$ cat src/logic/rv_isa_pkg.sv
package rv_isa_pkg;

    // architectural widths for RV32I
    localparam int XLEN      = 32;
    localparam int REG_IDX_W = 5;

    typedef logic [XLEN-1:0]      xlen_t;
    typedef logic [31:0]          instr_t;
    typedef logic [REG_IDX_W-1:0] reg_idx_t;

    // major opcodes handled by this slice
    localparam logic [6:0] OPC_OP     = 7'b0110011;
    localparam logic [6:0] OPC_OP_IMM = 7'b0010011;
    localparam logic [6:0] OPC_LUI    = 7'b0110111;

    // funct3 codes, shared between OP and OP-IMM
    localparam logic [2:0] F3_ADD_SUB = 3'b000;
    localparam logic [2:0] F3_SLL     = 3'b001;
    localparam logic [2:0] F3_SLT     = 3'b010;
    localparam logic [2:0] F3_SLTU    = 3'b011;
    localparam logic [2:0] F3_XOR     = 3'b100;
    localparam logic [2:0] F3_SR      = 3'b101;
    localparam logic [2:0] F3_OR      = 3'b110;
    localparam logic [2:0] F3_AND     = 3'b111;

    // funct7: base encoding and the alternate one for SUB / SRA
    localparam logic [6:0] F7_BASE = 7'b0000000;
    localparam logic [6:0] F7_ALT  = 7'b0100000;

    // alu operation select
    typedef enum logic [3:0] {
        ALU_ADD,
        ALU_SUB,
        ALU_SLL,
        ALU_SLT,
        ALU_SLTU,
        ALU_XOR,
        ALU_SRL,
        ALU_SRA,
        ALU_OR,
        ALU_AND,
        ALU_PASS_B
    } alu_op_e;

endpackage

$ cat src/logic/exec_cfg_pkg.sv
package exec_cfg_pkg;

    // input queue entries, also the sender's credits after reset
    localparam int QUEUE_DEPTH = 4;

    // output credits held by the pipe after reset
    localparam int OUT_CREDITS = 2;

    // derived widths
    localparam int Q_PTR_W   = $clog2(QUEUE_DEPTH);
    localparam int Q_CNT_W   = $clog2(QUEUE_DEPTH + 1);
    localparam int OUT_CNT_W = $clog2(OUT_CREDITS + 1);

    typedef logic [Q_PTR_W-1:0]   q_ptr_t;
    // must hold 0..QUEUE_DEPTH
    typedef logic [Q_CNT_W-1:0]   q_cnt_t;
    // must hold 0..OUT_CREDITS
    typedef logic [OUT_CNT_W-1:0] out_cnt_t;

endpackage

$ cat src/logic/instr_queue.sv
`timescale 1ns/1ps

module instr_queue (
    input  logic               clk,
    input  logic               rst_n,
    input  logic               in_valid,
    input  rv_isa_pkg::instr_t in_instr,
    input  logic               pop,
    output logic               q_valid,
    output rv_isa_pkg::instr_t q_instr,
    output logic               credit_return
);

    // storage, no reset needed on the payload
    rv_isa_pkg::instr_t mem [exec_cfg_pkg::QUEUE_DEPTH];

    exec_cfg_pkg::q_ptr_t wr_ptr;
    exec_cfg_pkg::q_ptr_t rd_ptr;
    exec_cfg_pkg::q_cnt_t count;
    // pop only counts when there is something to pop
    logic                 do_pop;

    assign do_pop  = pop && q_valid;
    assign q_valid = (count != '0);
    // head of queue goes straight to the decoder
    assign q_instr = mem[rd_ptr];

    // credits guarantee space, so every beat is written
    always_ff @(posedge clk) begin
        if (in_valid) begin
            mem[wr_ptr] <= in_instr;
        end
    end

    always_ff @(posedge clk or negedge rst_n) begin
        if (!rst_n) begin
            wr_ptr        <= '0;
            rd_ptr        <= '0;
            count         <= '0;
            credit_return <= 1'b0;
        end else begin
            if (in_valid) begin
                // wrap explicitly in case depth is not a power of two
                if (wr_ptr == exec_cfg_pkg::q_ptr_t'(exec_cfg_pkg::QUEUE_DEPTH - 1)) begin
                    wr_ptr <= '0;
                end else begin
                    wr_ptr <= wr_ptr + 1'b1;
                end
            end
            if (do_pop) begin
                if (rd_ptr == exec_cfg_pkg::q_ptr_t'(exec_cfg_pkg::QUEUE_DEPTH - 1)) begin
                    rd_ptr <= '0;
                end else begin
                    rd_ptr <= rd_ptr + 1'b1;
                end
            end
            // occupancy: push and pop in one cycle cancel
            if (in_valid && !do_pop) begin
                count <= count + 1'b1;
            end else if (!in_valid && do_pop) begin
                count <= count - 1'b1;
            end
            // one credit back to the sender per released entry
            credit_return <= do_pop;
        end
    end

endmodule

$ cat src/logic/instr_decoder.sv
`timescale 1ns/1ps

module instr_decoder (
    input  rv_isa_pkg::instr_t   instr,
    output rv_isa_pkg::reg_idx_t rs1,
    output rv_isa_pkg::reg_idx_t rs2,
    output rv_isa_pkg::reg_idx_t rd,
    output rv_isa_pkg::xlen_t    imm,
    output logic                 use_imm,
    output logic                 zero_rs1,
    output rv_isa_pkg::alu_op_e  alu_op,
    output logic                 illegal
);

    logic [6:0]          opcode;
    logic [2:0]          funct3;
    logic [6:0]          funct7;
    rv_isa_pkg::xlen_t   imm_i;
    rv_isa_pkg::xlen_t   imm_u;
    logic                is_lui;
    // base operation from funct3 alone
    rv_isa_pkg::alu_op_e f3_op;

    // fixed field positions
    assign opcode = instr[6:0];
    assign rd     = instr[11:7];
    assign funct3 = instr[14:12];
    assign rs1    = instr[19:15];
    assign rs2    = instr[24:20];
    assign funct7 = instr[31:25];

    // I-type immediate, sign extended from bit 31
    assign imm_i = {{20{instr[31]}}, instr[31:20]};
    // U-type immediate for LUI
    assign imm_u = {instr[31:12], 12'b0};

    assign is_lui   = (opcode == rv_isa_pkg::OPC_LUI);
    assign imm      = is_lui ? imm_u : imm_i;
    // LUI has no rs1, operand 1 forced to zero
    assign zero_rs1 = is_lui;

    always_comb begin
        case (funct3)
            rv_isa_pkg::F3_ADD_SUB: f3_op = rv_isa_pkg::ALU_ADD;
            rv_isa_pkg::F3_SLL:     f3_op = rv_isa_pkg::ALU_SLL;
            rv_isa_pkg::F3_SLT:     f3_op = rv_isa_pkg::ALU_SLT;
            rv_isa_pkg::F3_SLTU:    f3_op = rv_isa_pkg::ALU_SLTU;
            rv_isa_pkg::F3_XOR:     f3_op = rv_isa_pkg::ALU_XOR;
            rv_isa_pkg::F3_SR:      f3_op = rv_isa_pkg::ALU_SRL;
            rv_isa_pkg::F3_OR:      f3_op = rv_isa_pkg::ALU_OR;
            rv_isa_pkg::F3_AND:     f3_op = rv_isa_pkg::ALU_AND;
            default:                f3_op = rv_isa_pkg::ALU_ADD;
        endcase
    end

    always_comb begin
        alu_op  = f3_op;
        use_imm = 1'b0;
        illegal = 1'b0;
        case (opcode)
            rv_isa_pkg::OPC_OP: begin
                // register form: funct7 alt only valid for SUB and SRA
                if (funct7 == rv_isa_pkg::F7_ALT) begin
                    if (funct3 == rv_isa_pkg::F3_ADD_SUB) begin
                        alu_op = rv_isa_pkg::ALU_SUB;
                    end else if (funct3 == rv_isa_pkg::F3_SR) begin
                        alu_op = rv_isa_pkg::ALU_SRA;
                    end else begin
                        illegal = 1'b1;
                    end
                end else if (funct7 != rv_isa_pkg::F7_BASE) begin
                    illegal = 1'b1;
                end
            end
            rv_isa_pkg::OPC_OP_IMM: begin
                use_imm = 1'b1;
                // funct7 only matters for the shift immediates
                if (funct3 == rv_isa_pkg::F3_SLL) begin
                    illegal = (funct7 != rv_isa_pkg::F7_BASE);
                end else if (funct3 == rv_isa_pkg::F3_SR) begin
                    if (funct7 == rv_isa_pkg::F7_ALT) begin
                        alu_op = rv_isa_pkg::ALU_SRA;
                    end else if (funct7 != rv_isa_pkg::F7_BASE) begin
                        illegal = 1'b1;
                    end
                end
            end
            rv_isa_pkg::OPC_LUI: begin
                alu_op  = rv_isa_pkg::ALU_PASS_B;
                use_imm = 1'b1;
            end
            default: begin
                // everything else is outside this slice
                illegal = 1'b1;
            end
        endcase
    end

endmodule

$ cat src/logic/reg_file.sv
`timescale 1ns/1ps

module reg_file (
    input  logic                 clk,
    input  logic                 rst_n,
    input  rv_isa_pkg::reg_idx_t rs1,
    input  rv_isa_pkg::reg_idx_t rs2,
    output rv_isa_pkg::xlen_t    rdata1,
    output rv_isa_pkg::xlen_t    rdata2,
    input  logic                 we,
    input  rv_isa_pkg::reg_idx_t wd_idx,
    input  rv_isa_pkg::xlen_t    wdata
);

    // x0 has no storage
    rv_isa_pkg::xlen_t regs [1:31];

    // combinational reads, index 0 hardwired to zero
    assign rdata1 = (rs1 == '0) ? '0 : regs[rs1];
    assign rdata2 = (rs2 == '0) ? '0 : regs[rs2];

    always_ff @(posedge clk or negedge rst_n) begin
        if (!rst_n) begin
            for (int i = 1; i < 32; i++) begin
                regs[i] <= '0;
            end
        end else if (we && (wd_idx != '0)) begin
            // writes to x0 are dropped
            regs[wd_idx] <= wdata;
        end
    end

endmodule

$ cat src/logic/alu.sv
`timescale 1ns/1ps

module alu (
    input  rv_isa_pkg::xlen_t   op1,
    input  rv_isa_pkg::xlen_t   op2,
    input  rv_isa_pkg::alu_op_e op,
    output rv_isa_pkg::xlen_t   res
);

    // RV32 shifts take only the low 5 bits
    logic [4:0] shamt;

    assign shamt = op2[4:0];

    always_comb begin
        case (op)
            rv_isa_pkg::ALU_ADD:    res = $signed(op1) + $signed(op2);
            rv_isa_pkg::ALU_SUB:    res = $signed(op1) - $signed(op2);
            // compares give 0 or 1
            rv_isa_pkg::ALU_SLT:    res = ($signed(op1) < $signed(op2)) ? 32'd1 : 32'd0;
            rv_isa_pkg::ALU_SLTU:   res = (op1 < op2) ? 32'd1 : 32'd0;
            rv_isa_pkg::ALU_XOR:    res = op1 ^ op2;
            rv_isa_pkg::ALU_OR:     res = op1 | op2;
            rv_isa_pkg::ALU_AND:    res = op1 & op2;
            rv_isa_pkg::ALU_SLL:    res = op1 << shamt;
            rv_isa_pkg::ALU_SRL:    res = op1 >> shamt;
            // arithmetic shift keeps the sign
            rv_isa_pkg::ALU_SRA:    res = $signed(op1) >>> shamt;
            // LUI path
            rv_isa_pkg::ALU_PASS_B: res = op2;
            default:                res = '0;
        endcase
    end

endmodule

$ cat src/logic/exec_pipe.sv
`timescale 1ns/1ps

module exec_pipe (
    input  logic                 clk,
    input  logic                 rst_n,
    // instruction queue side
    input  logic                 q_valid,
    output logic                 q_pop,
    // decoded fields of the head instruction
    input  rv_isa_pkg::reg_idx_t dec_rd,
    input  rv_isa_pkg::xlen_t    dec_imm,
    input  logic                 dec_use_imm,
    input  logic                 dec_zero_rs1,
    input  rv_isa_pkg::alu_op_e  dec_alu_op,
    input  logic                 dec_illegal,
    // register file reads
    input  rv_isa_pkg::xlen_t    rdata1,
    input  rv_isa_pkg::xlen_t    rdata2,
    // alu
    output rv_isa_pkg::xlen_t    alu_op1,
    output rv_isa_pkg::xlen_t    alu_op2,
    output rv_isa_pkg::alu_op_e  alu_op_sel,
    input  rv_isa_pkg::xlen_t    alu_res,
    // writeback
    output logic                 rf_we,
    output rv_isa_pkg::reg_idx_t rf_idx,
    output rv_isa_pkg::xlen_t    rf_wdata,
    // output port
    output logic                 out_valid,
    output rv_isa_pkg::reg_idx_t out_rd,
    output rv_isa_pkg::xlen_t    out_data,
    output logic                 out_illegal,
    input  logic                 out_credit
);

    // output credits not yet spent
    exec_cfg_pkg::out_cnt_t credit_cnt;
    logic                   has_credit;

    assign has_credit = (credit_cnt != '0);
    // issue only when downstream has room, else the item waits in the queue
    assign q_pop      = q_valid && has_credit;

    // operand select
    assign alu_op1    = dec_zero_rs1 ? '0 : rdata1;
    assign alu_op2    = dec_use_imm ? dec_imm : rdata2;
    assign alu_op_sel = dec_alu_op;

    // writeback on the pop edge, same edge as the result register,
    // so the next issued instruction already reads the new value
    assign rf_we    = q_pop && !dec_illegal && (dec_rd != '0);
    assign rf_idx   = dec_rd;
    assign rf_wdata = alu_res;

    // credit counter, pop and return may coincide
    always_ff @(posedge clk or negedge rst_n) begin
        if (!rst_n) begin
            credit_cnt <= exec_cfg_pkg::out_cnt_t'(exec_cfg_pkg::OUT_CREDITS);
        end else begin
            case ({q_pop, out_credit})
                2'b10:   credit_cnt <= credit_cnt - 1'b1;
                2'b01:   credit_cnt <= credit_cnt + 1'b1;
                default: credit_cnt <= credit_cnt;
            endcase
        end
    end

    // valid flag
    always_ff @(posedge clk or negedge rst_n) begin
        if (!rst_n) begin
            out_valid <= 1'b0;
        end else begin
            out_valid <= q_pop;
        end
    end

    // result payload, loaded on issue only
    always_ff @(posedge clk) begin
        if (q_pop) begin
            out_rd      <= dec_rd;
            out_illegal <= dec_illegal;
            // illegal instructions report zero data
            out_data    <= dec_illegal ? '0 : alu_res;
        end
    end

endmodule

$ cat src/logic/exec_unit_top.sv
`timescale 1ns/1ps

module exec_unit_top (
    input  logic                 clk,
    input  logic                 rst_n,
    input  logic                 in_valid,
    input  rv_isa_pkg::instr_t   in_instr,
    output logic                 in_credit,
    output logic                 out_valid,
    output rv_isa_pkg::reg_idx_t out_rd,
    output rv_isa_pkg::xlen_t    out_data,
    output logic                 out_illegal,
    input  logic                 out_credit
);

    // queue to pipe
    logic                 q_valid;
    logic                 q_pop;
    rv_isa_pkg::instr_t   q_instr;

    // decoder outputs
    rv_isa_pkg::reg_idx_t dec_rs1;
    rv_isa_pkg::reg_idx_t dec_rs2;
    rv_isa_pkg::reg_idx_t dec_rd;
    rv_isa_pkg::xlen_t    dec_imm;
    logic                 dec_use_imm;
    logic                 dec_zero_rs1;
    rv_isa_pkg::alu_op_e  dec_alu_op;
    logic                 dec_illegal;

    // register file and alu
    rv_isa_pkg::xlen_t    rdata1;
    rv_isa_pkg::xlen_t    rdata2;
    rv_isa_pkg::xlen_t    alu_op1;
    rv_isa_pkg::xlen_t    alu_op2;
    rv_isa_pkg::alu_op_e  alu_op_sel;
    rv_isa_pkg::xlen_t    alu_res;
    logic                 rf_we;
    rv_isa_pkg::reg_idx_t rf_idx;
    rv_isa_pkg::xlen_t    rf_wdata;

    instr_queue u_queue (
        .clk           (clk),
        .rst_n         (rst_n),
        .in_valid      (in_valid),
        .in_instr      (in_instr),
        .pop           (q_pop),
        .q_valid       (q_valid),
        .q_instr       (q_instr),
        .credit_return (in_credit)
    );

    instr_decoder u_dec (
        .instr    (q_instr),
        .rs1      (dec_rs1),
        .rs2      (dec_rs2),
        .rd       (dec_rd),
        .imm      (dec_imm),
        .use_imm  (dec_use_imm),
        .zero_rs1 (dec_zero_rs1),
        .alu_op   (dec_alu_op),
        .illegal  (dec_illegal)
    );

    reg_file u_rf (
        .clk    (clk),
        .rst_n  (rst_n),
        .rs1    (dec_rs1),
        .rs2    (dec_rs2),
        .rdata1 (rdata1),
        .rdata2 (rdata2),
        .we     (rf_we),
        .wd_idx (rf_idx),
        .wdata  (rf_wdata)
    );

    alu u_alu (
        .op1 (alu_op1),
        .op2 (alu_op2),
        .op  (alu_op_sel),
        .res (alu_res)
    );

    exec_pipe u_pipe (
        .clk          (clk),
        .rst_n        (rst_n),
        .q_valid      (q_valid),
        .q_pop        (q_pop),
        .dec_rd       (dec_rd),
        .dec_imm      (dec_imm),
        .dec_use_imm  (dec_use_imm),
        .dec_zero_rs1 (dec_zero_rs1),
        .dec_alu_op   (dec_alu_op),
        .dec_illegal  (dec_illegal),
        .rdata1       (rdata1),
        .rdata2       (rdata2),
        .alu_op1      (alu_op1),
        .alu_op2      (alu_op2),
        .alu_op_sel   (alu_op_sel),
        .alu_res      (alu_res),
        .rf_we        (rf_we),
        .rf_idx       (rf_idx),
        .rf_wdata     (rf_wdata),
        .out_valid    (out_valid),
        .out_rd       (out_rd),
        .out_data     (out_data),
        .out_illegal  (out_illegal),
        .out_credit   (out_credit)
    );

endmodule

$ cat config.mk
export PLATFORM = sky130hd
export DESIGN_NAME = exec_unit_top
export DESIGN_NICKNAME = d
export VERILOG_FILES = /design/src/logic/rv_isa_pkg.sv /design/src/logic/exec_cfg_pkg.sv /design/src/logic/instr_queue.sv /design/src/logic/instr_decoder.sv /design/src/logic/reg_file.sv /design/src/logic/alu.sv /design/src/logic/exec_pipe.sv /design/src/logic/exec_unit_top.sv
export SDC_FILE = /design/constraint.sdc
export NUM_CORES = 2
export LEC_CHECK = 0
export ABC_CLOCK_PERIOD_IN_PS = 11000
export BUFFER_PORTS_ARGS = -buffer_cell sky130_fd_sc_hd__buf_2
export CORE_AREA = 2 2 322 324
export CTS_CLUSTER_DIAMETER = 30
export DETAILED_ROUTE_END_ITERATION = 16
export DIE_AREA = 0 0 324 326
export PLACE_DENSITY_LB_ADDON = 0.25
export REMOVE_ABC_BUFFERS = 1
export SLEW_MARGIN = 20
export SYNTH_ARGS = -nofsm -noshare
export SYNTH_HDL_FRONTEND = slang
export SYNTH_HIERARCHICAL = 1
export SYNTH_SLANG_ARGS = --single-unit
export TNS_END_PERCENT = 30
$ cat constraint.sdc
create_clock -name clk -period 11 [get_ports clk]
set_input_delay 2.2 -clock clk [delete_from_list [all_inputs] [get_ports clk]]
set_output_delay 2.2 -clock clk [all_outputs]
set_load 0.005 [all_outputs]
==> run_results.csv <==
group,metric,value,unit
sta,tightest_slew,1.177,ns
clock_tree,cts_sinks,1169,
logic_synthesis,synth_edf_count,166,
clock_tree,cts-resized-gates,0,
setup_path,worstPathArrival,9.62,ns
logic_synthesis,netlist_area,71210,um^2
clock_tree,ctsHoldBuffers,0,
die,chipHeight,326,um
final_layout,fin_nets,5896,
clock_tree,clk_pin_slew_worst_paths,0.05,ns
logic_synthesis,syn_avg_cell_area,12.12,um^2
place,io_buffers,75,
final_layout,drive_gt1_frac,0.3607,
run_status,status,"finished clean",
final_layout,design_area,80110,um^2
clock_tree,cts_tree,"yes",
final_layout,syn_to_final_growth,12.50,%
sta,slew_violations,0,
die,start_util,0.6940,
drt,drt-initial-drc-count,8379,
sta,finalSetupViolations,0,
worst_hold_path,min_path_type,"reg -> reg",
global_routing,grt_pass1_wl,382000,um
setup_path,crit_type,"reg -> reg",
setup_path,rrSetupSlack,1.95,ns
logic_synthesis,ys_seq_area_frac,0.4225,
drt,wl,262400,um
place,placed_area,71800,um^2
global_routing,grt_pass1_vias,57570,
clock_tree,cts_post_setup_buffers_inserted,0,
logic_synthesis,syn_inst,5878,
logic_synthesis,synth.distinct_cells,108,
drt,viasPerCell,7.735,
sta,clock_skew,0.05811,ns
global_routing,grt_usage,0.4961,
setup_path,cp-start-kind,"register",
final_layout,layout_common_cells,"mux2_2, dfrtp_1, mux2i_1, o22ai_1, clkbuf_16",
job,cap_violations,0,
setup_path,regToRegStartpoint,"u_queue/rd_ptr[0]$_DFFE_PN0P_",
setup_path,required,11.57,ns
worst_hold_path,hp-start,"u_queue/count[2]$_DFFE_PN0P_",
logic_synthesis,async_flop_share,0.8580,
clock_tree,numCtsBuffers,227,
global_routing,overflow,0,
sta,rsz0062_at_grt,"false",
clock_tree,clk_latency,0.84,ns
place,place_congestion,1.112,
global_routing,grt_max_degree,191,
worst_hold_path,hold_path_end,"u_queue/count[2]$_DFFE_PN0P_",
sta,hold_violations,0,
sta,finalCriticalPeriod,9.051,ns
worst_hold_path,hold_depth,1,
logic_synthesis,ys.warnings.count,6,
drt,drc,0,
clock_tree,cts_root_buf,"clkbuf_16",
setup_path,endpoint_kind,"register",
final_layout,fillers,5904,
drt,wl_per_cell,35.72,um
setup_path,cp-startpoint,"u_queue/rd_ptr[0]$_DFFE_PN0P_",
clock_tree,htree_num_levels,4,
place,dp_hpwl,153300,um
drt,num_vias,56820,
die,core_area,102600,um^2
die,ioPinCount,76,
setup_path,r2r_cells,19,
sta,slew_headroom,0.2127,
clock_tree,cts_buffer_depth,3,
sta,fmax,0.1105,GHz
drt,drtPass1Iterations,10,
logic_synthesis,synth-seq-cells,1169,
die,num_rows,118,
drt,drtAntennaViolNets,0,
final_layout,seq_area,30090,um^2
die,dieArea,105600,um^2
setup_path,r2r-end,"u_pipe/out_data[28]$_SDFFCE_PP0P_",
final_layout,layout_commonest_cell,"mux2_2",
logic_synthesis,synthFlopType,"dfrtp_1",
final_layout,multi_input_area,37840,um^2
setup_path,crit_fanout,32,
sta,post-route-period-util,0.8228,
die,dieWidth,324,um
global_routing,antenna_found_initial,14,
## cells by family (layout without fill, tap and decap cells)
family | Yosys count | count (layout) | share of synthesized area
flops | 1169 | 1169 | 0.4225
xor+xnor | 13 | 13 | 0.001599
other cells | 0 | 13 | 0
compound gates | 1006 | 1006 | 0.09699
mux | 1995 | 1995 | 0.3400
simple gates | 867 | 867 | 0.06664
fa+ha+maj | 112 | 112 | 0.01999
buf+inv | 716 | 791 | 0.05229
## routing by layer
| layer | part of all wire | global-route usage | vias to the layer above |
|---|---|---|---|
| met5 | 0.00037 | 0 | - |
| met4 | 0.089 | 0.3809 | 14 |
| met3 | 0.14 | 0.1857 | 1426 |
| met2 | 0.43 | 0.7045 | 4739 |
| met1 | 0.34 | 0.6134 | 28510 |
| li1 | - | - | 22130 |
## critical path: stages, from the launching register on
cell and delay (ns):
dfrtp_2 0.78, buf_4 0.43, mux4_1 0.95, nand2b_2 0.65
buf_4 0.32, nor3_1 0.09, nor4_1 0.70, nor2b_1 0.82
inv_1 0.10, ha_1 0.47, nor4_2 0.42, inv_1 0.11
or3_1 0.36, o21ai_1 0.41, o311a_1 0.34, a21oi_1 0.19
xnor2_1 0.18, a221oi_1 0.31, nand2_1 0.64, and2b_1 0.47
## stage by stage
stage | util | std cells | setup TNS, ns | hold WS [ns] | worst slack [ns]
after floorplan | - | 5268 | -3641.73 | 0.4425 | -4.376
after global placement | 0.6997 | 6898 | 0 | 0.4579 | 2.539
after detailed placement | 0.6998 | 6898 | 0 | 0.4632 | 2.497
after CTS | 0.7797 | 7332 | 0 | 0.4924 | 2.379
after global routing | 0.7804 | 7334 | 0 | 0.5075 | 1.835
final | 0.7807 | 7346 | 0 | 0.4933 | 1.949
## cell type report
class / instances / share of cell area
clock buffers: 276 / 0.07737
flip-flops and latches: 1169 / 0.3756
multi-input cells: 3993 / 0.4723
diodes: 13 / 0.0004061
repair buffers: 251 / 0.02280
clock inverters: 158 / 0.02502
well taps: 1380 / 0.02155
inverters: 106 / 0.004967
## Yosys cell counts (24+ instances only)
library cell	number	area, um^2
a221oi_1	37	324.1
buf_2	196	980.9
edfxtp_1	166	4985
a221o_1	65	650.6
a22oi_1	79	593.1
o22ai_1	290	1814
nor4_2	32	400.4
nor2_1	185	694.4
clkbuf_1	244	915.9
inv_1	101	379.1
mux2i_1	652	6526
nor3_1	162	810.8
nand2_1	163	611.8
a211oi_1	79	593.1
nor4_1	30	187.7
ha_1	109	1364
buf_4	114	855.8
and2b_2	24	210.2
o211ai_1	28	210.2
a21oi_1	164	820.8
mux4_2	196	4414
mux2_2	1081	12170
o21ai_0	100	500.5
mux2_4	31	465.5
nor2b_1	90	563.0
dfrtp_1	1002	25070
## sequential cells by signal, indices dropped and copies added (netlist names)
name	count
u_pipe/credit_cnt	2
u_pipe/out_valid	1
u_pipe/out_illegal	1
u_queue/mem	128
u_pipe/out_data	32
u_queue/rd_ptr	2
u_pipe/out_rd	5
u_rf/regs	992
u_queue/count	3
u_queue/wr_ptr	2
u_queue/credit_return	1
## worst max-delay path by stage
stage                                              endpoint  slack (ns)  cells past startpoint
after floorplan                  u_rf/regs[150]$_DFFE_PN0P_       -4.38                     18
after global placement    u_pipe/out_data[28]$_SDFFCE_PP0P_        2.54                     19
after detailed placement  u_pipe/out_data[28]$_SDFFCE_PP0P_        2.50                     20
after CTS                 u_pipe/out_data[28]$_SDFFCE_PP0P_        2.38                     20
after global routing      u_pipe/out_data[28]$_SDFFCE_PP0P_        1.83                     19
final                     u_pipe/out_data[28]$_SDFFCE_PP0P_        1.95                     19
Power is left out: the tool's default activity adds up to more than one toggle a clock period on the data nets, which glitch-free logic cannot reach.
